## src/raster_pkg.sv

```systemverilog
`default_nettype none

package raster_pkg;

    // ==================================================
    // Scene sizes
    // ==================================================
    localparam int MAX_VERT = 256;
    localparam int VIDX_W   = 8;
    localparam int MAX_TRI  = 256;
    localparam int TIDX_W   = 8;
    localparam int MAX_INST = 16;
    localparam int IID_W    = 4;
    localparam int COORD_W  = 16;

    // Host command opcodes, first nibble of every command
    localparam logic [3:0] OP_VERT = 4'd1;
    localparam logic [3:0] OP_TRI  = 4'd2;
    localparam logic [3:0] OP_INST = 4'd3;
    localparam logic [3:0] OP_DRAW = 4'd4;

    // ==================================================
    // Payload types
    // ==================================================
    typedef struct packed {
        logic [COORD_W-1:0] x;
        logic [COORD_W-1:0] y;
        logic [COORD_W-1:0] z;
    } vertex_t;

    typedef struct packed {
        logic [VIDX_W-1:0] i0;
        logic [VIDX_W-1:0] i1;
        logic [VIDX_W-1:0] i2;
    } tri_idx_t;

    typedef struct packed {
        logic [VIDX_W-1:0] vert_base;
        logic [TIDX_W-1:0] tri_base;
        logic [TIDX_W-1:0] tri_count;
        vertex_t           trans;
    } inst_t;

    typedef struct packed {
        vertex_t v0;
        vertex_t v1;
        vertex_t v2;
    } triangle_t;

    // Payload nibbles that follow the opcode
    localparam int LEN_VERT = (VIDX_W + $bits(vertex_t)) / 4;
    localparam int LEN_TRI  = (VIDX_W + $bits(tri_idx_t)) / 4;
    localparam int LEN_INST = (IID_W + $bits(inst_t)) / 4;
    localparam int LEN_DRAW = IID_W / 4;

    // Longest command payload sets the shift register width
    localparam int SHIFT_W  = 4 * LEN_INST;

endpackage

`default_nettype wire
```

## src/frame_driver.sv

```systemverilog
`timescale 1ns/100ps
`default_nettype none

module frame_driver
    import raster_pkg::*;
(
    input  logic                   clk,
    input  logic                   rst,
    input  logic                   draw_start,
    input  logic [IID_W-1:0]       draw_inst,
    output logic [IID_W-1:0]       inst_raddr,
    input  inst_t                  inst_rdata,
    output logic [TIDX_W-1:0]      tri_raddr,
    input  tri_idx_t               tri_rdata,
    input  logic                   room,
    input  logic                   drain_done,
    output logic                   busy,
    output logic                   issue_valid,
    output logic [2:0][VIDX_W-1:0] lane_addr,
    output vertex_t                offset,
    output logic                   last_issue
);

    typedef enum logic [1:0] {
        S_IDLE,
        S_INST,
        S_WALK,
        S_DRAIN
    } state_t;

    state_t             state;
    logic [VIDX_W-1:0]  vert_base;
    logic [TIDX_W-1:0]  tri_ptr;
    logic [TIDX_W-1:0]  remain;
    logic               last_rd;
    logic               rd_go;

    // Instance store is read every cycle, valid in S_INST
    assign inst_raddr = draw_inst;
    assign tri_raddr  = tri_ptr;

    // Next triangle read, throttled by the assembler
    assign rd_go = (state == S_WALK) && room && (remain != '0);

    // ==================================================
    // Sequencer
    // ==================================================
    always_ff @(posedge clk) begin
        if (rst) begin
            state       <= S_IDLE;
            remain      <= '0;
            issue_valid <= 1'b0;
            last_issue  <= 1'b0;
        end else begin
            issue_valid <= rd_go;
            // Aligned with the lane outputs, one cycle after the issue
            last_issue  <= (issue_valid && last_rd) ||
                           (state == S_INST && inst_rdata.tri_count == '0);
            case (state)
                S_IDLE: begin
                    if (draw_start) begin
                        state <= S_INST;
                    end
                end
                S_INST: begin
                    remain <= inst_rdata.tri_count;
                    if (inst_rdata.tri_count == '0) begin
                        state <= S_DRAIN;
                    end else begin
                        state <= S_WALK;
                    end
                end
                S_WALK: begin
                    if (rd_go) begin
                        remain <= remain - 1'b1;
                        if (remain == 1) begin
                            state <= S_DRAIN;
                        end
                    end
                end
                default: begin
                    if (drain_done) begin
                        state <= S_IDLE;
                    end
                end
            endcase
        end
    end

    // Per-draw parameters and walk pointer
    always_ff @(posedge clk) begin
        if (state == S_INST) begin
            vert_base <= inst_rdata.vert_base;
            tri_ptr   <= inst_rdata.tri_base;
            offset    <= inst_rdata.trans;
        end else if (rd_go) begin
            tri_ptr   <= tri_ptr + 1'b1;
        end
        if (rd_go) begin
            last_rd <= (remain == 1);
        end
    end

    // Corner addresses come straight off the triangle store
    assign lane_addr[0] = vert_base + tri_rdata.i0;
    assign lane_addr[1] = vert_base + tri_rdata.i1;
    assign lane_addr[2] = vert_base + tri_rdata.i2;

    assign busy = (state != S_IDLE);

    // An issue always follows a read that saw room
    assert property (@(posedge clk) disable iff (rst) issue_valid |-> $past(room))
        else $error("frame_driver issued a triangle without FIFO room");

endmodule

`default_nettype wire

```

## config.mk

```make
export PLATFORM = sky130hd
export DESIGN_NAME = frame_driver
export DESIGN_NICKNAME = d
export VERILOG_FILES = /design/src/raster_pkg.sv /design/src/frame_driver.sv
export SDC_FILE = /design/constraint.sdc
export NUM_CORES = 1
export LEC_CHECK = 0
export CORE_MARGIN = 1.5
export CORE_UTILIZATION = 60
export CTS_CLUSTER_DIAMETER = 80
export CTS_CLUSTER_SIZE = 30
export DETAILED_ROUTE_END_ITERATION = 8
export DONT_BUFFER_PORTS = 1
export PLACE_DENSITY = 0.77
export SLEW_MARGIN = 20
export SYNTH_ARGS = -nofsm -noshare
export SYNTH_HDL_FRONTEND = slang
export SYNTH_SLANG_ARGS = --single-unit
```

## constraint.sdc

```tcl
create_clock -name clk -period 9.5 [get_ports clk]
set_input_delay 1.425 -clock clk [delete_from_list [all_inputs] [get_ports clk]]
set_output_delay 1.425 -clock clk [all_outputs]
set_load 0.005 [all_outputs]
```

## Word-level counts from Yosys, hierarchy flattened

Cells that the tools add are included.

- Flip-flop bits (word level): 77
- Input bits: 105
- Output and inout port bits: 87
- Word-level logic and storage cells: 45

- Add/sub/neg operators: 5
- Equality and inequality tests: 6
- Multiplexer cells: 10
- Reductions and logical operators: 14

Operator list:

| cell | count |
|---|---|
| adder 8 bit | 3 |
| 2-to-1 mux 8 bit | 3 |
| case mux 8 bit (2 select lines) | 1 |
| adder 8 x 1 -> 8 bit, second input constant | 1 |
| equality test 8 x 1 -> 1 bit, second input constant | 1 |
| logical NOT 8 bit | 1 |
| 2-to-1 mux 2 bit | 4 |
| nonzero test 8 bit | 1 |
| subtractor 8 x 1 -> 8 bit, second input constant | 1 |
| case mux 2 bit (3 select lines) | 1 |
| nonzero test 2 bit | 3 |
| logical AND 1 bit | 4 |
| != test 2 bit, second input constant | 2 |
| AND reduction 4 bit | 1 |
| nonzero test 4 bit | 1 |
| equality test 2 x 1 -> 1 bit, second input constant | 1 |
| equality test 2 bit, second input constant | 1 |
| logical NOT 2 bit | 1 |
| != test 2 x 1 -> 1 bit, second input constant | 1 |
| AND reduction 2 bit | 1 |
| logical OR 1 bit | 1 |
| 2-to-1 mux 1 bit | 1 |

## Logic depth before layout (Yosys ltp)

- Depth after elaboration: 5
- Depth in mapped cells: 7
- Gate-level depth less buffers: 7

## Worst setup path after synthesis

Ideal clock, no wire load.

- Path kind: input to output
- From: in tri_rdata[4] in the netlist's numbering
- To: out lane_addr[23] in the netlist's numbering
- Data arrival time: 2.865 ns
- Data required time: 8.075 ns
- Path slack: 5.210 ns
- Stages on the path: 5
- Path buffers: 0
- Path through: ha_1 > and3_1 > a2111oi_0 > a21oi_1 > xnor2_1

RTL lines:

| what | RTL line | source |
|---|---|---|
| start: declaration | frame_driver.sv:14 | `input tri_idx_t tri_rdata,` |
| end: declaration | frame_driver.sv:19 | `output logic [2:0][VIDX_W-1:0] lane_addr,` |

==> results.cfg <==
[placement]
dpl.hpwl_mm = 6.30
portBuffers = 0
routabilityCongestion = 0.859
post-place-cells = 388

[power_and_ir_drop]
ir_worst_vdd_uv = 316
p_per_area_nw_per_um2 = 285
p_leak_nw = 1.51

[die]
start_util_pct = 62.3
dieArea_um2 = 7090
die_x_um = 84.2
boundaryPins = 192
core_um2 = 6350
rows = 29
fp.dieH_um = 84.2

[route]
wl_mm = 8.10
firstDrtPassIters = 4
route.vias.total = 2496
first_iter_violations = 89
wl_per_cell_um = 20.1
drc = 0
viasPerCell = 6.18
ant_nets = 0

[critical_path]
start_kind = input pin
crit_type = input pin to primary output
cp_slowest_cell = a2111oi_0
required_ps = 8080
r2r-start = remain[1]
path_buf_inv = 0
worstPathArrival_ps = 3100
path_cells = ha_1, and3_1, a2111oi_0, a21oi_1, xnor2_1
crit_start = tri_rdata[19]
cp_slowest_stage_delay_ps = 760
crit_path_end_kind = primary output
crit_fanout = 4
path_delay_family = compound AO/OA/AOI/OAI gates

[sta]
hold_viol_final = 0
slew_headroom_pct = 43.7
setup_viol = 0
fmax_mhz = 221
fin_setup_tns_ps = 0
fin_skew_ps = 10.6
tightestPinTransition_ps = 824
post-route-period-util_pct = 47.6
maxSlewViolCount = 0
period_minus_slack_ps = 4520
rsz0062_at_grt = no

[cts]
cts_hold_buf = 0
cts_buffers = 9
clk_latency_ps = 340
cts_tree = yes
post_cts_resized = 0
clkSlewWorstSetupHoldPaths_ps = 80
cts.sinks = 77
post-cts-setup-buffers = 0
htreeDepth = 3
root_buffer = clkbuf_8
cts_buffer_depth = 2

[final_layout]
regArea_um2 = 2190
syn2layout_area_growth_pct = 5.85
insertedDiodeCount = 0
final_nets = 459
drive_gt1_share_pct = 9.17
multiInputGateArea_um2 = 1630
n_fill_cell = 470
fin_cells = 404

[yosys]
yosys.area.top_type = edfxtp_1
syn_inst = 319
yosys-top-cells-area = edfxtp_1 49%, ha_1 9.2%, dfxtp_1 6.1%
synth-seq-cells = 77
synth_ff_type = edfxtp_1
synth_most_common_cell = edfxtp_1
ys_types = 58
ys_warn_count = 0
synth.avg_cell_area_um2 = 12.4
synth.top_cells.by_count = 65 x edfxtp_1, 29 x ha_1, 19 x nor2_1
async_reset_ff_share_pct = 0
synthDominantCellAreaShare_pct = 49.4
synth_edf_count = 65
syn_nets = 456
syn_area_um2 = 3950
yosysSeqAreaShare_pct = 55.4

[global_route]
first_global_vias = 2329
track_usage_pct = 22.8
grt_pass1_wl_mm = 12.3
grt_antenna_before_repair = 0
grt_max_degree = 77
grt_overflow = 0

[job]
max_cap_viol_count = 0

[outcome]
status = finished clean

[min_path]
hold_class = register to register
holdCritStartpoint = state[0]
[cells by family (layout without fill, tap and decap cells)]
family | after synthesis | after routing | share of synthesized area [%]
simple gates | 84 | 84 | 11.5
compound gates | 72 | 72 | 13.2
xor+xnor | 22 | 22 | 4.87
flops | 77 | 77 | 55.4
fa+ha+maj | 32 | 32 | 10.7
buf+inv | 29 | 37 | 3.42
mux | 3 | 3 | 0.823
[layout by cell type, fill, tap and decap left out, types with 2 or more instances in the layout]
master,count
or3_1,5
a21oi_1,16
nor3_1,5
nand2b_1,4
ha_1,28
o31ai_1,2
nor2_1,19
nand3_1,11
o311ai_0,2
clkbuf_8,9
mux2_2,2
xor2_1,7
and2_1,2
xnor2_1,15
a2bb2oi_1,2
o211ai_1,5
fa_1,3
clkinv_4,3
a31oi_1,3
inv_1,18
and3_1,7
o21a_1,5
o21bai_1,2
o21ai_0,13
a2111oi_0,2
edfxtp_1,65
dfxtp_1,12
nor4_1,3
nor2b_1,9
nand2_1,11
o2bb2ai_1,2
o32ai_1,3
a21o_1,3
[power breakdown]
| group | total, mW | switching [mW] | internal [mW] | leakage, nW |
|---|---|---|---|---|
| logic | 0.407 | 0.247 | 0.160 | 0.713 |
| clock network | 0.220 | 0.122 | 0.0982 | 0.0917 |
| registers | 0.566 | 0.0741 | 0.492 | 0.703 |
[final timing paths]
kind / to / slack, ps / cells past startpoint
worst max-delay path: lane_addr[7] / 4980 / 5
worst min-delay path: state[0] / 520 / 2
worst max register to register: tri_raddr[4] / 7200 / 5
worst min register to register: state[0] / 520 / 2
[per-stage QoR]
step / worst slack [ps] / area [um2] / util [%] / total power, mW / hold slack (ps)
after floorplan: 5210 / 3950 / - / 0.895 / 474
after detailed placement: 4960 / 4000 / 63.0 / 0.981 / 508
after global routing: 4840 / 4190 / 65.9 / 1.28 / 549
final: 4980 / 4190 / 65.9 / 1.19 / 523
after global placement: 5000 / 4000 / 63.0 / 0.964 / 499
after CTS: 4960 / 4190 / 65.9 / 1.20 / 525
[layout make-up]
type	instances	area share, %
sequential	77	52.4
clock inverter	7	1.41
tap	77	2.30
multi-input combinational	213	38.9
timing repair buffer	1	0.179
inverter	20	1.85
clock buffer	9	2.96
[sequential cells by signal, summed over array words and instances (netlist names)]
name         cells
last_issue       1
remain           8
last_rd          1
state            2
issue_valid      1
tri_raddr        8
vert_base        8
offset          48
[layer usage]
layer	global-route usage (%)	wire length [um]	up-vias
met5	0	0	-
met4	6.11	43	0
met3	8.46	597	5
met2	39.6	4540	103
met1	26.7	2930	1185
li1	-	-	1203
[worst reg2reg max path: stages (launching register included)]
cell and delay (ps):
dfxtp_1 360, inv_1 140, ha_1 240, or4b_4 500
o211ai_4 360, or2b_1 410
Note: power is estimated with default switching activity, not from simulation.
