[src/raster_pkg.sv]
`default_nettype none

package raster_pkg;

    // ==================================================
    // Scene sizes
    // ==================================================
    localparam int MAX_VERT = 256;
    localparam int VIDX_W   = 8;
    localparam int MAX_TRI  = 256;
    localparam int TIDX_W   = 8;
    localparam int MAX_INST = 16;
    localparam int IID_W    = 4;
    localparam int COORD_W  = 16;

    // Host command opcodes, first nibble of every command
    localparam logic [3:0] OP_VERT = 4'd1;
    localparam logic [3:0] OP_TRI  = 4'd2;
    localparam logic [3:0] OP_INST = 4'd3;
    localparam logic [3:0] OP_DRAW = 4'd4;

    // ==================================================
    // Payload types
    // ==================================================
    typedef struct packed {
        logic [COORD_W-1:0] x;
        logic [COORD_W-1:0] y;
        logic [COORD_W-1:0] z;
    } vertex_t;

    typedef struct packed {
        logic [VIDX_W-1:0] i0;
        logic [VIDX_W-1:0] i1;
        logic [VIDX_W-1:0] i2;
    } tri_idx_t;

    typedef struct packed {
        logic [VIDX_W-1:0] vert_base;
        logic [TIDX_W-1:0] tri_base;
        logic [TIDX_W-1:0] tri_count;
        vertex_t           trans;
    } inst_t;

    typedef struct packed {
        vertex_t v0;
        vertex_t v1;
        vertex_t v2;
    } triangle_t;

    // Payload nibbles that follow the opcode
    localparam int LEN_VERT = (VIDX_W + $bits(vertex_t)) / 4;
    localparam int LEN_TRI  = (VIDX_W + $bits(tri_idx_t)) / 4;
    localparam int LEN_INST = (IID_W + $bits(inst_t)) / 4;
    localparam int LEN_DRAW = IID_W / 4;

    // Longest command payload sets the shift register width
    localparam int SHIFT_W  = 4 * LEN_INST;

endpackage

`default_nettype wire
[src/tri_assembler.sv]
`timescale 1ns/100ps
`default_nettype none

module tri_assembler
    import raster_pkg::*;
(
    input  logic          clk,
    input  logic          rst,
    input  logic [2:0]    vtx_valid,
    input  vertex_t [2:0] vtx,
    input  logic          last_issue,
    output logic          room,
    output logic          drain_done,
    input  logic          draw_ready,
    output logic          draw_valid,
    output triangle_t     tri_out,
    output logic          draw_done
);

    triangle_t  fifo_q [4];
    logic [3:0] last_q;
    logic [1:0] wr_ptr;
    logic [1:0] rd_ptr;
    logic [2:0] fill;
    logic       push;
    logic       pop;

    assign push = vtx_valid[0];
    assign pop  = draw_valid && draw_ready;

    // ==================================================
    // Four-entry triangle FIFO
    // ==================================================
    always_ff @(posedge clk) begin
        if (push) begin
            fifo_q[wr_ptr] <= '{v0: vtx[0], v1: vtx[1], v2: vtx[2]};
            last_q[wr_ptr] <= last_issue;
        end
    end

    always_ff @(posedge clk) begin
        if (rst) begin
            wr_ptr    <= '0;
            rd_ptr    <= '0;
            fill      <= '0;
            draw_done <= 1'b0;
        end else begin
            if (push) begin
                wr_ptr <= wr_ptr + 1'b1;
            end
            if (pop) begin
                rd_ptr <= rd_ptr + 1'b1;
            end
            case ({push, pop})
                2'b10:   fill <= fill + 1'b1;
                2'b01:   fill <= fill - 1'b1;
                default: fill <= fill;
            endcase
            // Last triangle accepted, or an empty draw
            draw_done <= (pop && last_q[rd_ptr]) || (last_issue && !push);
        end
    end

    // Head entry stays put until the downstream takes it
    assign draw_valid = (fill != '0);
    assign tri_out    = fifo_q[rd_ptr];

    // Two more triangles may already be on their way
    assign room       = (fill <= 3'd1);
    assign drain_done = draw_done;

    // Lanes run in lockstep
    assert property (@(posedge clk) disable iff (rst)
        (vtx_valid == 3'b000) || (vtx_valid == 3'b111))
        else $error("tri_assembler lane valids disagree: %b", vtx_valid);

    assert property (@(posedge clk) disable iff (rst) push |-> (fill != 3'd4))
        else $error("tri_assembler push into a full FIFO");

endmodule

`default_nettype wire

[config.mk]
export PLATFORM = sky130hd
export DESIGN_NAME = tri_assembler
export DESIGN_NICKNAME = d
export VERILOG_FILES = /design/src/raster_pkg.sv /design/src/tri_assembler.sv
export SDC_FILE = /design/constraint.sdc
export NUM_CORES = 1
export LEC_CHECK = 0
export BUFFER_PORTS_ARGS = -buffer_cell sky130_fd_sc_hd__buf_2
export CORE_MARGIN = 2
export CORE_UTILIZATION = 51
export CTS_CLUSTER_SIZE = 14
export DETAILED_ROUTE_END_ITERATION = 10
export PLACE_DENSITY = 0.75
export SLEW_MARGIN = 40
export SYNTH_ARGS = -nofsm -noshare
export SYNTH_HDL_FRONTEND = slang
export SYNTH_SLANG_ARGS = --single-unit
[constraint.sdc]
create_clock -name clk -period 4.15 [get_ports clk]
set_input_delay 0 -clock clk [delete_from_list [all_inputs] [get_ports clk]]
set_output_delay 0 -clock clk [all_outputs]
set_load 0.05 [all_outputs]
* Word-level counts from Yosys, hierarchy flattened
Memory sizes are Yosys's and may differ from the RTL's. A register that Yosys moved wholly into a read port is not among the register bits. Cells that the tools add are included.
Cells by class: reduce and logical (&&, ||, !) cells 8, muxes and demuxes 10, equality and inequality tests 2, $lt $le $gt $ge 4, $add $sub $neg 4
Operator list (count):
- $lt 2x3->1 const B | 2
- $pmux 3 s2 | 1
- $add 2x1->2 const B | 2
- $bwmux 4 | 1
- $logic_and 1x1->1 | 4
- $mux 1 | 4
- $mux 2 | 2
- $add 3x1->3 const B | 1
- $le 3x1->1 const B | 1
- $reduce_bool 3->1 | 1
- $sub 3x1->3 const B | 1
- $bmux 1 s2 | 1
- $demux 1 s2 | 1
- $eq 2x1->1 const B | 1
- $eq 2x2->1 const B | 1
- $ge 2x1->1 const B | 1
- $reduce_bool 2->1 | 1
- $logic_not 1->1 | 1
- $logic_or 1x1->1 | 1
Storage, ports and cells: output and inout bits 148, logic and storage cells 34, memories kept 1, input bits 151, bits in writable memories 576, flip-flop bits (word level) 12
Memory list:
- fifo_q | depth 4, bits a word 144, rd ports 1, clocked after Yosys merged registers in 1, wr ports 1, RTL line tri_assembler.sv:20 | triangle_t fifo_q [4];

* Logic depth before layout (Yosys ltp)
depth in word-level cells 5, mapped depth 8, depth with buffers taken out 8

* Worst setup path after synthesis
No wires, ideal clock.
kind reg2reg, start point reg wr_ptr[0], end point mem fifo_q[0][0] (netlist name) (enable), data required time 3.629 ns, data arrival time 3.861 ns, stages on the path, launching flop included 4, setup slack -0.232 ns, setup time 0.521 ns, clock period less this slack 4.382 ns, path buffers 0, cells stage by stage dfxtp_1 -> inv_1 -> ha_1 -> and2_1
RTL lines:
- start: declaration | RTL line tri_assembler.sv:22 | logic [1:0] wr_ptr;
- start signal: assignment | RTL line tri_assembler.sv:49 | wr_ptr <= wr_ptr + 1'b1;
- end: declaration | RTL line tri_assembler.sv:20
No word-level cell before the write port.

==> key figures <==
Outcome
  – Status: completed

Critical path
  – Buf+Inv Stages, Crit Path: 3
  – CP delay by family, top: buffers and inverters
  – Crit-path max FO: 38
  – CP Launch Type: flip-flop
  – Critical R2R Launch: wr_ptr[0]$_SDFFE_PP0P_
  – Reg-to-Reg End: fifo_q[0][90]$_DFFE_PP_
  – Cell Chain, Critical Path: buf_12 -> buf_12 -> mux4_2 -> buf_2
  – WS Path Type: flip-flop to output port
  – CP Data Required Time: 4.15 ns
  – R2R depth: 4
  – CP max-delay cell: mux4_2
  – Worst path most repeated cell: buf_12
  – Crit end category: output port
  – CP max stage delay: 0.56 ns
  – Reg2Reg Setup Slack: 1.99 ns
  – Worst path arrival time: 2.59 ns

Timing
  – Final Hold Viols: 0
  – Max-slew headroom: 49.2%
  – Clock Skew: 0.0127 ns
  – Unrepaired setup endpoints after global routing: no
  – Final period utilization: 62.4%
  – Final setup vio count: 0
  – Worst-margin pin slew: 0.761 ns
  – Final Max Slew Viols: 0
  – Setup_tns: 0 ns
  – Fmax: 0.386 GHz
  – Crit path time final: 2.59 ns

Die
  – Die area: 43700 um2
  – Die height: 209 um
  – Starting Density: 51.4%
  – Core Box Area: 41700 um2
  – Row Count: 75
  – Io pins: 299
  – Die Wd: 209 um

Layout
  – Design Area, Final: 26900 um2
  – Fillers: 2635
  – Commonest non-fill, non-tap cell in the layout: edfxtp_1
  – Most frequent cells in the layout: edfxtp_1 (580), buf_2 (296), dlygate4sd3_1 (149)
  – Nets@finish: 1461
  – Area growth syn-to-layout: 25.4%
  – Share of cells above drive strength 1: 40.2%

Synth
  – FF+latch count, synth: 590
  – Syn_nets: 977
  – Ranking of synthesized cells by area: edfxtp_1 (81%), mux4_2 (15%), dfxtp_1 (0.93%)
  – Synthesized area: 21400 um2
  – Syn avg cell area: 26.2 um2
  – Count of different cell masters after synthesis: 24
  – Yosys warns: 0
  – Sequential-to-total area share from yosys stat: 82.2%
  – Share of the synthesized area in the top cell type: 81.3%
  – Post-synthesis cell count: 817
  – Area leader, netlist: edfxtp_1

Drt
  – Drt total wl: 41.3 mm
  – Starting DRC count in detailed routing: 676
  – DRC Markers: 0
  – Via/cell ratio: 5.45
  – Vias: 10300
  – TritonRoute pass-1 iters: 5
  – WL/cell: 21.9 um
  – Post-route ant nets: 0

Global route
  – Initial antenna violation count: 2
  – Largest net degree at the start of global routing: 81
  – Total global routing overflow: 0
  – Vias in the first global route: 11200
  – All-Layer GR Usage: 19.3%
  – First-pass GRT wire length: 63.9 mm

Clock network
  – CTS sink cnt: 590
  – Clock buffer depth: 3
  – CTS Buf Count: 55
  – Root Driver: clkbuf_16
  – Worst skew pair latency: 0.58 ns
  – Clock-pin slew on the worst setup and hold paths: 0.06 ns
  – TritonCTS clock tree: yes
  – Htree depth: 2

Pwr
  – Pleak: 9.10 nW
  – Reg power frac: 44.7%
  – VDD IR-drop max: 0.498 mV
  – Sw Ratio: 30.0%
  – Net switching power: 4.69 mW
  – Int Power: 10.9 mW
  – PwrDens: 582 nW/um2
  – Design Power: 15.6 mW
  – Logic pwr share: 24.1%
  – Clock network power share: 31.2%

Place
  – Final GP Congestion: 0.744
  – Detail Placement HPWL: 23.2 mm
  – Port-buffer cells: 296
  – Dpl cell area: 23600 um2

Hold path
  – Endpoint with the worst hold slack: fifo_q[2][50]$_DFFE_PP_
  – Hold Path Class: input pin to flip-flop
  – Worst hold path depth: 2
  – Hold path start: vtx[50]

Flow run
  – Max Cap Viol: 0
power groups by stage:
stage               Sequential (mW)  Clock, mW  Combinational [mW]
floorplan                      7.05          0                2.87
global placement               7.14          0                3.58
detailed placement             7.16          0                3.61
CTS                            7.04       4.99                3.74
global route                   7.01       5.22                3.95
finish                         6.98       4.88                3.76
how the worst max path moves through the flow:
stage,to,from,cells after the start,slack (ns)
2_1_floorplan,fifo_q[2][0]$_DFFE_PP_,wr_ptr[0]$_SDFFE_PP0P_,3,1.39
4_1_cts,tri_out[86],flip-flop,3,1.22
3_3_place_gp,tri_out[119],flip-flop,3,1.87
6_report,tri_out[113],flip-flop,4,1.56
3_5_place_dp,tri_out[86],flip-flop,3,1.86
5_1_grt,tri_out[112],flip-flop,4,1.37
cell usage after synthesis, drive strengths merged:
cell type and instances:
edfxtp 580, clkbuf 6, o31ai 1, and2 4, o21ai 2, or3 1
a21oi 6, mux4 145, nand3 2, ha 9, nand2 1, inv 8
or4 1, a211oi 1, mux2i 2, xnor2 1, dfxtp 10, xor2 2
nor2b 1, buf 28, nor2 6
layout make-up:
| type | count | area (um2) | area share, % |
|---|---|---|---|
| diodes | 3 | 7.51 | 0.0279 |
| clock buffers | 68 | 1510 | 5.61 |
| clock inverters | 30 | 259 | 0.964 |
| inverters | 8 | 30.0 | 0.112 |
| multi-input cells | 185 | 3570 | 13.3 |
| flip-flops and latches | 590 | 17600 | 65.6 |
| well taps | 539 | 674 | 2.51 |
| repair buffers | 461 | 3190 | 11.9 |
metal layers:
layer / vias to the layer above / global-route usage [%] / routed length (um)
met1: 5341 / 25.5 / 16800
li1: 4494 / - / -
met4: 0 / 5.99 / 866
met5: - / 0 / 0
met2: 381 / 31.9 / 20500
met3: 55 / 5.14 / 3200
cells by family (layout without fill, tap and decap cells):
kind of cell,after synthesis,count (layout),synth area share (%)
flip-flops,590,590,82.2
other,0,3,0
multiplexers,147,147,15.3
buffers and inverters,42,567,1.13
AND/OR/NAND/NOR,16,16,0.380
adder cells (fa/ha/maj),9,9,0.526
AO/OA/AOI/OAI,10,10,0.257
XOR/XNOR,3,3,0.123
repair_timing:
action	in CTS	in global routing
hold endpoints to repair	590	0
setup endpoints to repair	0	0
hold buffers	149	0
setup buffers	0	0
resized for setup	0	0
state kept, by name, indices dropped and copies added (netlist names), named ones only:
name	flops
fifo_q	576
last_q	4
fill	3
rd_ptr	2
wr_ptr	2
drain_done	1
stage by stage:
step / setup slack (ns) / cells / hold slack (ns) / utilization [%]
final: 1.56 / 1884 / 0.159 / 64.5
after global routing: 1.37 / 1883 / 0.130 / 64.5
after CTS: 1.22 / 1880 / 0.117 / 64.4
after detailed placement: 1.86 / 1633 / 0.217 / 56.6
after global placement: 1.87 / 1633 / 0.210 / 56.6
after floorplan: 1.39 / 817 / 0.0989 / -
Note: power is estimated with default switching activity, not from simulation.
