==> config.mk <==
export PLATFORM = sky130hd
export DESIGN_NAME = spi_loader
export DESIGN_NICKNAME = d
export VERILOG_FILES = /design/src/raster_pkg.sv /design/src/spi_loader.sv
export SDC_FILE = /design/constraint.sdc
export NUM_CORES = 1
export LEC_CHECK = 0
export BUFFER_PORTS_ARGS = -buffer_cell sky130_fd_sc_hd__buf_2
export CAP_MARGIN = 20
export CORE_MARGIN = 3
export CORE_UTILIZATION = 50
export CTS_CLUSTER_SIZE = 25
export DETAILED_ROUTE_END_ITERATION = 8
export PLACE_DENSITY = 0.88
export SKIP_CTS_REPAIR_TIMING = 1
export SKIP_LAST_GASP = 1
export SLEW_MARGIN = 20
export SYNTH_ARGS = -nofsm -noshare
export SYNTH_HDL_FRONTEND = slang
export SYNTH_SLANG_ARGS = --single-unit
==> constraint.sdc <==
create_clock -name clk -period 11.7 [get_ports clk]
set_input_delay 0.585 -clock clk [delete_from_list [all_inputs] [get_ports clk]]
set_output_delay 0.585 -clock clk [all_outputs]
set_load 0.02 [all_outputs]
==> src/raster_pkg.sv <==
`default_nettype none

package raster_pkg;

    // ==================================================
    // Scene sizes
    // ==================================================
    localparam int MAX_VERT = 256;
    localparam int VIDX_W   = 8;
    localparam int MAX_TRI  = 256;
    localparam int TIDX_W   = 8;
    localparam int MAX_INST = 16;
    localparam int IID_W    = 4;
    localparam int COORD_W  = 16;

    // Host command opcodes, first nibble of every command
    localparam logic [3:0] OP_VERT = 4'd1;
    localparam logic [3:0] OP_TRI  = 4'd2;
    localparam logic [3:0] OP_INST = 4'd3;
    localparam logic [3:0] OP_DRAW = 4'd4;

    // ==================================================
    // Payload types
    // ==================================================
    typedef struct packed {
        logic [COORD_W-1:0] x;
        logic [COORD_W-1:0] y;
        logic [COORD_W-1:0] z;
    } vertex_t;

    typedef struct packed {
        logic [VIDX_W-1:0] i0;
        logic [VIDX_W-1:0] i1;
        logic [VIDX_W-1:0] i2;
    } tri_idx_t;

    typedef struct packed {
        logic [VIDX_W-1:0] vert_base;
        logic [TIDX_W-1:0] tri_base;
        logic [TIDX_W-1:0] tri_count;
        vertex_t           trans;
    } inst_t;

    typedef struct packed {
        vertex_t v0;
        vertex_t v1;
        vertex_t v2;
    } triangle_t;

    // Payload nibbles that follow the opcode
    localparam int LEN_VERT = (VIDX_W + $bits(vertex_t)) / 4;
    localparam int LEN_TRI  = (VIDX_W + $bits(tri_idx_t)) / 4;
    localparam int LEN_INST = (IID_W + $bits(inst_t)) / 4;
    localparam int LEN_DRAW = IID_W / 4;

    // Longest command payload sets the shift register width
    localparam int SHIFT_W  = 4 * LEN_INST;

endpackage

`default_nettype wire
==> src/spi_loader.sv <==
`timescale 1ns/100ps
`default_nettype none

module spi_loader
    import raster_pkg::*;
(
    input  logic              clk,
    input  logic              rst,
    input  logic              sck,
    input  logic              CS_n,
    input  logic [3:0]        mosi,
    input  logic              busy,
    output logic              miso,
    output logic [VIDX_W-1:0] wr_addr,
    output logic              vert_we,
    output vertex_t           vert_wdata,
    output logic              tri_we,
    output tri_idx_t          tri_wdata,
    output logic              inst_we,
    output inst_t             inst_wdata,
    output logic              draw_start,
    output logic [IID_W-1:0]  draw_inst
);

    // ==================================================
    // Link synchronizers and sck edge detect
    // ==================================================
    logic       sck_meta, sck_sync, sck_prev;
    logic       cs_meta, cs_sync;
    logic [3:0] mosi_meta, mosi_sync;
    logic       sck_rise;

    always_ff @(posedge clk) begin
        if (rst) begin
            sck_meta  <= 1'b0;
            sck_sync  <= 1'b0;
            sck_prev  <= 1'b0;
            cs_meta   <= 1'b1;
            cs_sync   <= 1'b1;
            mosi_meta <= '0;
            mosi_sync <= '0;
        end else begin
            sck_meta  <= sck;
            sck_sync  <= sck_meta;
            sck_prev  <= sck_sync;
            cs_meta   <= CS_n;
            cs_sync   <= cs_meta;
            mosi_meta <= mosi;
            mosi_sync <= mosi_meta;
        end
    end

    assign sck_rise = sck_sync && !sck_prev;

    // ==================================================
    // Command parser
    // ==================================================
    logic               have_op;
    logic               skip;
    logic [3:0]         opcode;
    logic [4:0]         nib_cnt;
    logic [4:0]         cmd_len;
    logic               op_known;
    logic [SHIFT_W-1:0] shreg;

    always_comb begin
        op_known = mosi_sync inside {OP_VERT, OP_TRI, OP_INST, OP_DRAW};
        case (opcode)
            OP_VERT: cmd_len = 5'(LEN_VERT);
            OP_TRI:  cmd_len = 5'(LEN_TRI);
            OP_INST: cmd_len = 5'(LEN_INST);
            default: cmd_len = 5'(LEN_DRAW);
        endcase
    end

    always_ff @(posedge clk) begin
        if (rst) begin
            have_op    <= 1'b0;
            skip       <= 1'b0;
            opcode     <= '0;
            nib_cnt    <= '0;
            vert_we    <= 1'b0;
            tri_we     <= 1'b0;
            inst_we    <= 1'b0;
            draw_start <= 1'b0;
        end else begin
            vert_we    <= 1'b0;
            tri_we     <= 1'b0;
            inst_we    <= 1'b0;
            draw_start <= 1'b0;
            if (cs_sync) begin
                // Deselect drops any partial command
                have_op <= 1'b0;
                skip    <= 1'b0;
                nib_cnt <= '0;
            end else if (sck_rise && !skip) begin
                if (!have_op) begin
                    opcode  <= mosi_sync;
                    nib_cnt <= '0;
                    have_op <= op_known;
                    skip    <= !op_known;
                end else begin
                    nib_cnt <= nib_cnt + 5'd1;
                    if (nib_cnt + 5'd1 == cmd_len) begin
                        have_op    <= 1'b0;
                        vert_we    <= (opcode == OP_VERT);
                        tri_we     <= (opcode == OP_TRI);
                        inst_we    <= (opcode == OP_INST);
                        draw_start <= (opcode == OP_DRAW);
                    end
                end
            end
        end
    end

    // Payload nibbles, MSB first
    always_ff @(posedge clk) begin
        if (sck_rise && !cs_sync && have_op) begin
            shreg <= {shreg[SHIFT_W-5:0], mosi_sync};
        end
    end

    // Fields sit right-aligned in the shift register once the command ends
    always_comb begin
        case (opcode)
            OP_INST: wr_addr = VIDX_W'(shreg[SHIFT_W-1 -: IID_W]);
            OP_TRI:  wr_addr = shreg[$bits(tri_idx_t) +: VIDX_W];
            default: wr_addr = shreg[$bits(vertex_t) +: VIDX_W];
        endcase
    end

    assign vert_wdata = shreg[$bits(vertex_t)-1:0];
    assign tri_wdata  = shreg[$bits(tri_idx_t)-1:0];
    assign inst_wdata = shreg[$bits(inst_t)-1:0];
    assign draw_inst  = shreg[IID_W-1:0];

    // Host polls busy on miso
    assign miso = busy;

    // One command, one pulse
    assert property (@(posedge clk) disable iff (rst)
        $onehot0({vert_we, tri_we, inst_we, draw_start}))
        else $error("spi_loader raised more than one command pulse");

endmodule

`default_nettype wire

* Word level (Yosys, flattened, before mapping)
Index checks and enable logic that the tools add are counted.
** Storage, ports and cells
- Output and inout bits :: 161
- Flip-flop bits (word level) :: 104
** Operators by class
- Equality and inequality tests :: 9
- Reductions and logical operators :: 13
- Mux-type cells :: 5
- Bitwise operators :: 4
- Add/sub/neg operators :: 1
** Operators by type and width (number)
- == test 4 x 2 -> 1 bit, second input constant :: 4
- one-hot mux 8 bit (2 select lines) :: 1
- one-hot mux 5 bit (3 select lines) :: 1
- == test 4 x 1 -> 1 bit, second input constant :: 2
- == test 4 x 3 -> 1 bit, second input constant :: 2
- adder 5 x 1 -> 5 bit, second input constant :: 1
- == test 5 bit :: 1
- two-way mux 5 bit :: 1
- OR reduction 5 bit :: 1
- logical AND 1 bit :: 4
- zero test 1 bit :: 4
- NOT 1 bit :: 4
- nonzero test 4 bit :: 1
- AND reduction 3 bit :: 1
- two-way mux 1 bit :: 2
- AND reduction 2 bit :: 1
- OR reduction 2 bit :: 1

* Longest topological paths before layout
Gate-level depths: netlist (run 1).
- Word-level depth :: 5
- Mapped depth :: 6
- Gate-level depth less buffers :: 6

* Worst setup path before layout (run 1)
Ideal clock, no wire load.
- Path type :: reg2reg
- From :: register have_op
- To :: register shreg[0] (enable)
- Stages on the path, launching flop included :: 3
- Arrival time :: 7.765 ns
- Path slack :: 3.236 ns
- Cell sequence :: dfxtp_1 > clkbuf_1 > nor4bb_1
** Between the ends
- Word-level cells in the longest chain between the ends :: 1
** Ends and longest elaborated chain
- from (decl) :: line spi_loader.sv:58 : logic have_op;
- from (signal assigned) :: line spi_loader.sv:100 : have_op <= op_known;
- logical AND 1 bit :: line spi_loader.sv:118 : if (sck_rise && !cs_sync && have_op) begin
- to (signal assigned) :: line spi_loader.sv:119 : shreg <= {shreg[SHIFT_W-5:0], mosi_sync};
- to (decl) :: line spi_loader.sv:64 : logic [SHIFT_W-1:0] shreg;
No other way between the ends.
A chain may end at the register's enable or synchronous reset.

* Worst setup path in the final report (run 1)
- From :: register opcode[1]
- To :: output wr_addr[4]
** Between the ends
- Word-level cells in the longest chain between the ends :: 2
- Elaborated cells between the ends (all ways) :: 3
** Ends and longest elaborated chain
- from (decl) :: line spi_loader.sv:60 : logic [3:0] opcode;
- from (signal assigned) :: line spi_loader.sv:98 : opcode <= mosi_sync;
- == test 4 x 2 -> 1 bit :: line spi_loader.sv:125 : case (opcode)
- one-hot mux 8 bit (2 select lines) (*) :: line spi_loader.sv:125
- to (decl) :: line spi_loader.sv:14 : output logic [VIDX_W-1:0] wr_addr,
Mark *: on every way between the ends. The rest lies on a longest branch, timed or not.

==> impl_results.md, run 1 <==
- Via count: 2424
- Crit path required time: roughly 11 ns
- Post-Synth XOR/XNOR Area: 1.067%
- Max-cap violations: 0
- Final worst path period share: 20.62%
- Deepest clock path buffer count: 2
- Largest net degree at the start of global routing: 54
- Hold Startpoint: CS_n
- Fmax achieved: roughly 0.41 GHz
- Status: finished, final reports clean
- Die area: 0.01058 mm²
- Antenna violations before repair: 0
- Clock power share: about 35%
- Post-Syn Area: approximately 0.0047 mm²
- WS Path Type: register to output pin
- Sequential Power Share: 64.5%
- CTS Buf Count: 9
- Wire length per cell: between 15 and 20 µm
- Relative slew margins: 54.73%
- Routed WL: 7926 µm
- Combinational Power Share: less than 1%
- First-pass GRT wire length: ~11000 µm
- Least-Margin Pin Slew: about 0.68 ns
- CP startpoint: opcode[1]$_SDFFE_PP0P_
- Sum Neg Setup Slack: 0 ns
- Mux contribution to synthesized area: under 10%
- CTS tree: done
- Remaining DRCs: 0
- Design Area, Final: 0.004735 mm²
- Post-Syn Instances: between 300 and 400
- Clk sinks: about 100
- Most frequent cells in the layout: 167 x buf_2, 76 x edfxtp_1, 28 x dfxtp_1, 15 x nand2_1, 13 x nor2b_1
- Placer's final routability congestion estimate: a little under 0.9
- Slew Viols, Final: 0
- Synth Area in Simple Gates: ~8.6%
- FP Rows: 34
- Power Density: between 100 and 150 mW/mm²
- Final hold violations: 0
- VDD IR max: 0.06928 mV
- Unrepaired setup endpoints after global routing: false
- Sw Ratio: approximately a fifth
- Yosys cell types: 37
- Final #Nets: 400
- Setup Skew: 0.01563 ns
- DRT antenna net count: 0
- Synth Warn #: 0
- DRT Pass-1 Iters: 5
- P_int: 0.0004810 W
- Vias per cell: roughly 4.8
- Core Footprint: a little under 0.009 mm²
- CP endpoint kind: output pin
- Tmin final: 2.413 ns
- Clock slew at reported path FFs: roughly 0.090 ns
- Lkg Pwr: 1.918 nW
- Initial Util: a little over half
- Setup violators final: 0
- Filler cells: 752
- GRT overflow: 0
- Sw Pwr: 0.0001286 W
- Drt initial violations: 96
- Layout cells sized above 1: 49.62%
- Complex-gate fraction of the synthesized area: roughly 3.1%
- HPWL after DPL: roughly 5600 µm
- Largest family of logic cells by synthesized area: buffers and inverters
- IO buf count: roughly 170
- Post-synthesis sequential area ratio: around 61%
- Critical Path AT: ~1.8 ns
- Antenna cells: 0
- Die Width: 102.9 µm
- Die height: between 100 and 150 µm
- CTS root buf: clkbuf_8
- Setup crit start kind: register
- Syn nets: 376
- RR Startpoint: opcode[0]$_SDFFE_PP0P_
- Vias in the first global route: 2124
- Mapped Avg Cell Area: approximately 13 µm²
- Fin Hold WS: about 0.41 ns
- Clk Latency, worst-skew pair: 0.37 ns
- Global Route Usage Sum: roughly 14%
- Most common cell after layout, fill and taps aside: buf_2
- Flops & latches, synth: around 100
- Area grow syn2layout: 0.9066%
- HP Class: input pin to register
- Post-DP Area: around 0.0045 mm²
- Critical path fanouts, max: 17
- Area share of fa/ha/maj cells after synthesis: less than 1%
- H-tree levels: 3
- Num ports: 170
[cell families (layout without fill, tap and decap cells)]
family          after synthesis  in the layout
mux                           9              9
simple gates                 72             72
fa+ha+maj                     1              1
xor+xnor                      4              4
buf+inv                     156            185
flops                       104            104
compound gates               20             20
[flip-flops by register name, indices dropped and copies added (netlist names)]
| signal | count |
|---|---|
| draw_start | 1 |
| skip | 1 |
| sck_prev | 1 |
| cs_meta | 1 |
| sck_sync | 1 |
| inst_we | 1 |
| vert_we | 1 |
| sck_meta | 1 |
| have_op | 1 |
| nib_cnt | 5 |
| mosi_meta | 4 |
| mosi_sync | 4 |
| shreg | 76 |
| cs_sync | 1 |
| opcode | 4 |
| tri_we | 1 |
[power groups by stage]
stage          clock network, W   logic [W]  registers, W
6_report               0.000211  0.00000578      0.000393
5_1_grt                0.000233  0.00000643      0.000394
4_1_cts                0.000220  0.00000583      0.000393
3_5_place_dp                  0  0.00000578      0.000402
3_3_place_gp                  0  0.00000557      0.000402
2_1_floorplan                 0  0.00000439      0.000401
[cells in the mapped netlist]
library cell	count	area share, %
buf_4	149	24
edfxtp_1	76	49
dfxtp_1	28	12
nand2_1	15	1.2
nor2b_1	13	1.7
nor2_1	12	0.96
mux2i_1	9	1.9
o21ai_0	9	0.96
nand2b_1	6	0.80
nor3_1	6	0.64
clkbuf_1	5	0.40
nand3_1	5	0.53
a21oi_1	4	0.43
or2_2	3	0.40
a22oi_1	2	0.32
nor3b_1	2	0.32
xor2_1	2	0.37
a21o_1	1	0.16
a221oi_4	1	0.56
and2_1	1	0.13
and3_1	1	0.13
and3b_1	1	0.19
and4_1	1	0.19
buf_1	1	0.080
buf_2	1	0.11
ha_1	1	0.27
nor3_2	1	0.21
nor3b_2	1	0.27
nor4_2	1	0.27
nor4bb_1	1	0.21
o21a_1	1	0.16
o311ai_2	1	0.35
o31a_1	1	0.19
or3b_2	1	0.19
or4_4	1	0.24
xnor2_1	1	0.19
xor3_1	1	0.51
[worst max-delay path, cell delays in order, from the launching register on]
cell,delay [ns]
dfxtp_1,0.55
nand2_1,0.44
o21ai_0,0.27
buf_2,0.20
[final timing paths]
path | to | slack, ns | cells after the start
setup reg to reg | draw_start$_SDFF_PP0_ | 9.44 | 5
hold reg to reg | cs_sync$_SDFF_PP1_ | 0.42 | 1
setup / recovery | wr_addr[4] | 9.29 | 3
hold / removal | cs_meta$_SDFF_PP1_ | 0.41 | 2
[metal layers]
layer | GRT usage (%) | vias up | wire length (µm)
met2 | 24.43 | 121 | 3952
met5 | 0 | - | 0
li1 | - | 1139 | -
met1 | 17.11 | 1153 | 3268
met4 | 5.478 | 0 | 119
met3 | 3.721 | 11 | 585
[layout make-up]
class	instances	area (µm²)	share of cell area (%)
Timing Repair Buffer	169	850.8	17.97
Clock buffer	10	137.6	2.907
Sequential cell	104	2843	60.04
Multi-Input combinational cell	106	718.2	15.17
Clock inverter	6	50.05	1.057
Tap cell	108	135.1	2.854
[per-stage QoR]
step | power, W | instances | utilization [%] | worst slack, ns
2_1_floorplan | 0.0004055 | 366 | - | 3.236
3_3_place_gp | 0.0004072 | 487 | 50.90 | 9.635
3_5_place_dp | 0.0004075 | 487 | 50.90 | 9.475
4_1_cts | 0.0006194 | 503 | 53.00 | 9.254
5_1_grt | 0.0006334 | 503 | 53.00 | 9.064
6_report | 0.0006096 | 503 | 53.00 | 9.287
(Power assumes the default switching activity.)
==> run 2, diff against run 1 <==
Clock period 11.7 ns to 2.4 ns, I/O delays scaled along.
==> impl_results.md, run 2 (same netlist as run 1, synthesis figures left out) <==
- Crit path required time: between 2 and 3 ns
- Lkg Pwr: approximately 2 nW
- Routed WL: approximately 8200 µm
- Antenna cells: 0
- Most common cell after layout, fill and taps aside: buf_2
- Relative slew margins: roughly 63%
- Combinational Power Share: ~1.2%
- IO buf count: 167
- Max reg flops: between 70 and 80
- Filler cells: 740
- Register area: between 0.002 and 0.003 mm²
- CTS Buf Count: 9
- Wire length per cell: between 15 and 20 µm
- HPWL after DPL: 5738 µm
- Final hold violations: 0
- Largest Register: shreg
- Global Route Usage Sum: between 10 and 15%
- Vias in the first global route: 2214
- WS Path Type: register to register
- Setup violators final: 0
- DRT Pass-1 Iters: 6
- P_int: 0.002625 W
- Core Footprint: ~0.0089 mm²
- Sw Ratio: 18.20%
- Placer's final routability congestion estimate: approximately 0.81
- Largest net degree at the start of global routing: 44
- Fmax achieved: between 0.4 and 0.5 GHz
- VDD IR max: 0.3823 mV
- Final #Nets: between 400 and 500
- Critical Path AT: 2.42 ns
- DRT antenna net count: 0
- CTS tree: done
- Remaining DRCs: 0
- Most frequent cells in the layout: 167 x buf_2, 76 x edfxtp_1, 28 x dfxtp_1, 15 x nand2_1, 13 x nor2b_1
- Power Total: between 0.003 and 0.004 W
- Deepest clock path buffer count: 2
- Sequential Power Share: 59.7%
- Slew Viols, Final: 0
- CP endpoint kind: register
- Vias per cell: roughly 4.8
- Critical path fanouts, max: 5
- GRT overflow: 0
- Tmin final: between 2 and 2.5 ns
- HP Class: input pin to register
- Sum Neg Setup Slack: 0 ns
- Clk sinks: ~100
- Clock power share: 39.1%
- H-tree levels: 3
- CTS root buf: clkbuf_8
- Setup Skew: 0.003893 ns
- Antenna violations before repair: 0
- R2r setup slk: 0.26 ns
- Footprint of the multi-input gates: just over 700 µm²
- Initial Util: 52.52%
- Top Registers: shreg: 76 flops, nib_cnt: 5 flops
- Clk Latency, worst-skew pair: 0.35 ns
- Least-Margin Pin Slew: between 0.5 and 0.6 ns
- Sw Pwr: slightly below 0.0006 W
- Max stage delay on crit path: 0.53 ns
- Die Width: slightly above 100 µm
- Num ports: between 150 and 200
- Via count: 2480
- Status: finished, final reports clean
- Die area: approximately 0.011 mm²
- FP Rows: 34
- Die height: just over 100 µm
- Final worst path period share: 89.18%
- CP Cell Sequence: ha_1 > nor2b_1 > or4_4 > a221oi_4 > o311ai_2 > nor4_2
- Power Density: 656.9 mW/mm²
- Setup crit start kind: register
- Unrepaired setup endpoints after global routing: false
- Critical path's slowest cell: or4_4
- Layout cells sized above 1: slightly below 50%
- Max-cap violations: 0
- Drt initial violations: 83
- Clock slew at reported path FFs: ~0.09 ns
- First-pass GRT wire length: roughly 12000 µm
- Area grow syn2layout: 4.133%
==> run 2: worst paths after layout <==
check / from / to / cells after the start
setup / recovery: nib_cnt[0]$_SDFFE_PP0P_ / draw_start$_SDFF_PP0_ / 6
setup reg to reg: nib_cnt[0]$_SDFFE_PP0P_ / draw_start$_SDFF_PP0_ / 6
hold reg to reg: cs_meta$_SDFF_PP1_ / cs_sync$_SDFF_PP1_ / 1
hold / removal: rst / opcode[3]$_SDFFE_PP0P_ / 2
==> run 2: cell type report <==
cell class	count	area share [%]
Clock buffer	11	2.689
Timing Repair Buffer	179	19.51
Tap cell	108	2.766
Clock inverter	5	2.151
Sequential cell	104	58.18
Multi-Input combinational cell	106	14.70
==> run 2: stage by stage <==
| step | cell area (µm²) | worst slack (ns) | hold WS, ns | util [%] | instances |
|---|---|---|---|---|---|
| 2_1_floorplan | 4717 | -1.046 | 0.1916 | - | 366 |
| 3_3_place_gp | 4589 | 0.3525 | 0.2402 | 51.37 | 491 |
| 3_5_place_dp | 4589 | 0.2786 | 0.2402 | 51.37 | 491 |
| 4_1_cts | 4826 | 0.2766 | -0.07863 | 54.02 | 507 |
| 5_1_grt | 4886 | 0.1243 | 0.1107 | 54.69 | 513 |
| 6_report | 4886 | 0.2597 | 0.1245 | 54.69 | 513 |
==> run 2: layer usage <==
layer | up-vias | global-route usage, % | share of wire, %
li1 | 1155 | - | -
met1 | 1180 | 17.22 | 40
met2 | 136 | 25.52 | 51
met3 | 9 | 5.142 | 8.0
met4 | 0 | 4.283 | 1.2
met5 | - | 0 | 0
==> run 2: worst max-delay path: cells and delay by family (launching register included) <==
kind                       cells  cell delay [ns]
and+or+nand+nor                3             0.91
adders and majority gates      1             0.27
DFF                            1             0.37
AOI/OAI and AO/OA              2             0.51
==> run 2: power groups by stage <==
stage	sequential (W)	combinational [W]	clock, W
global placement	0.00196	0.0000289	0
finish	0.00192	0.0000372	0.00126
floorplan	0.00196	0.0000219	0
CTS	0.00192	0.0000300	0.00131
detailed placement	0.00196	0.0000298	0
global route	0.00192	0.0000414	0.00138
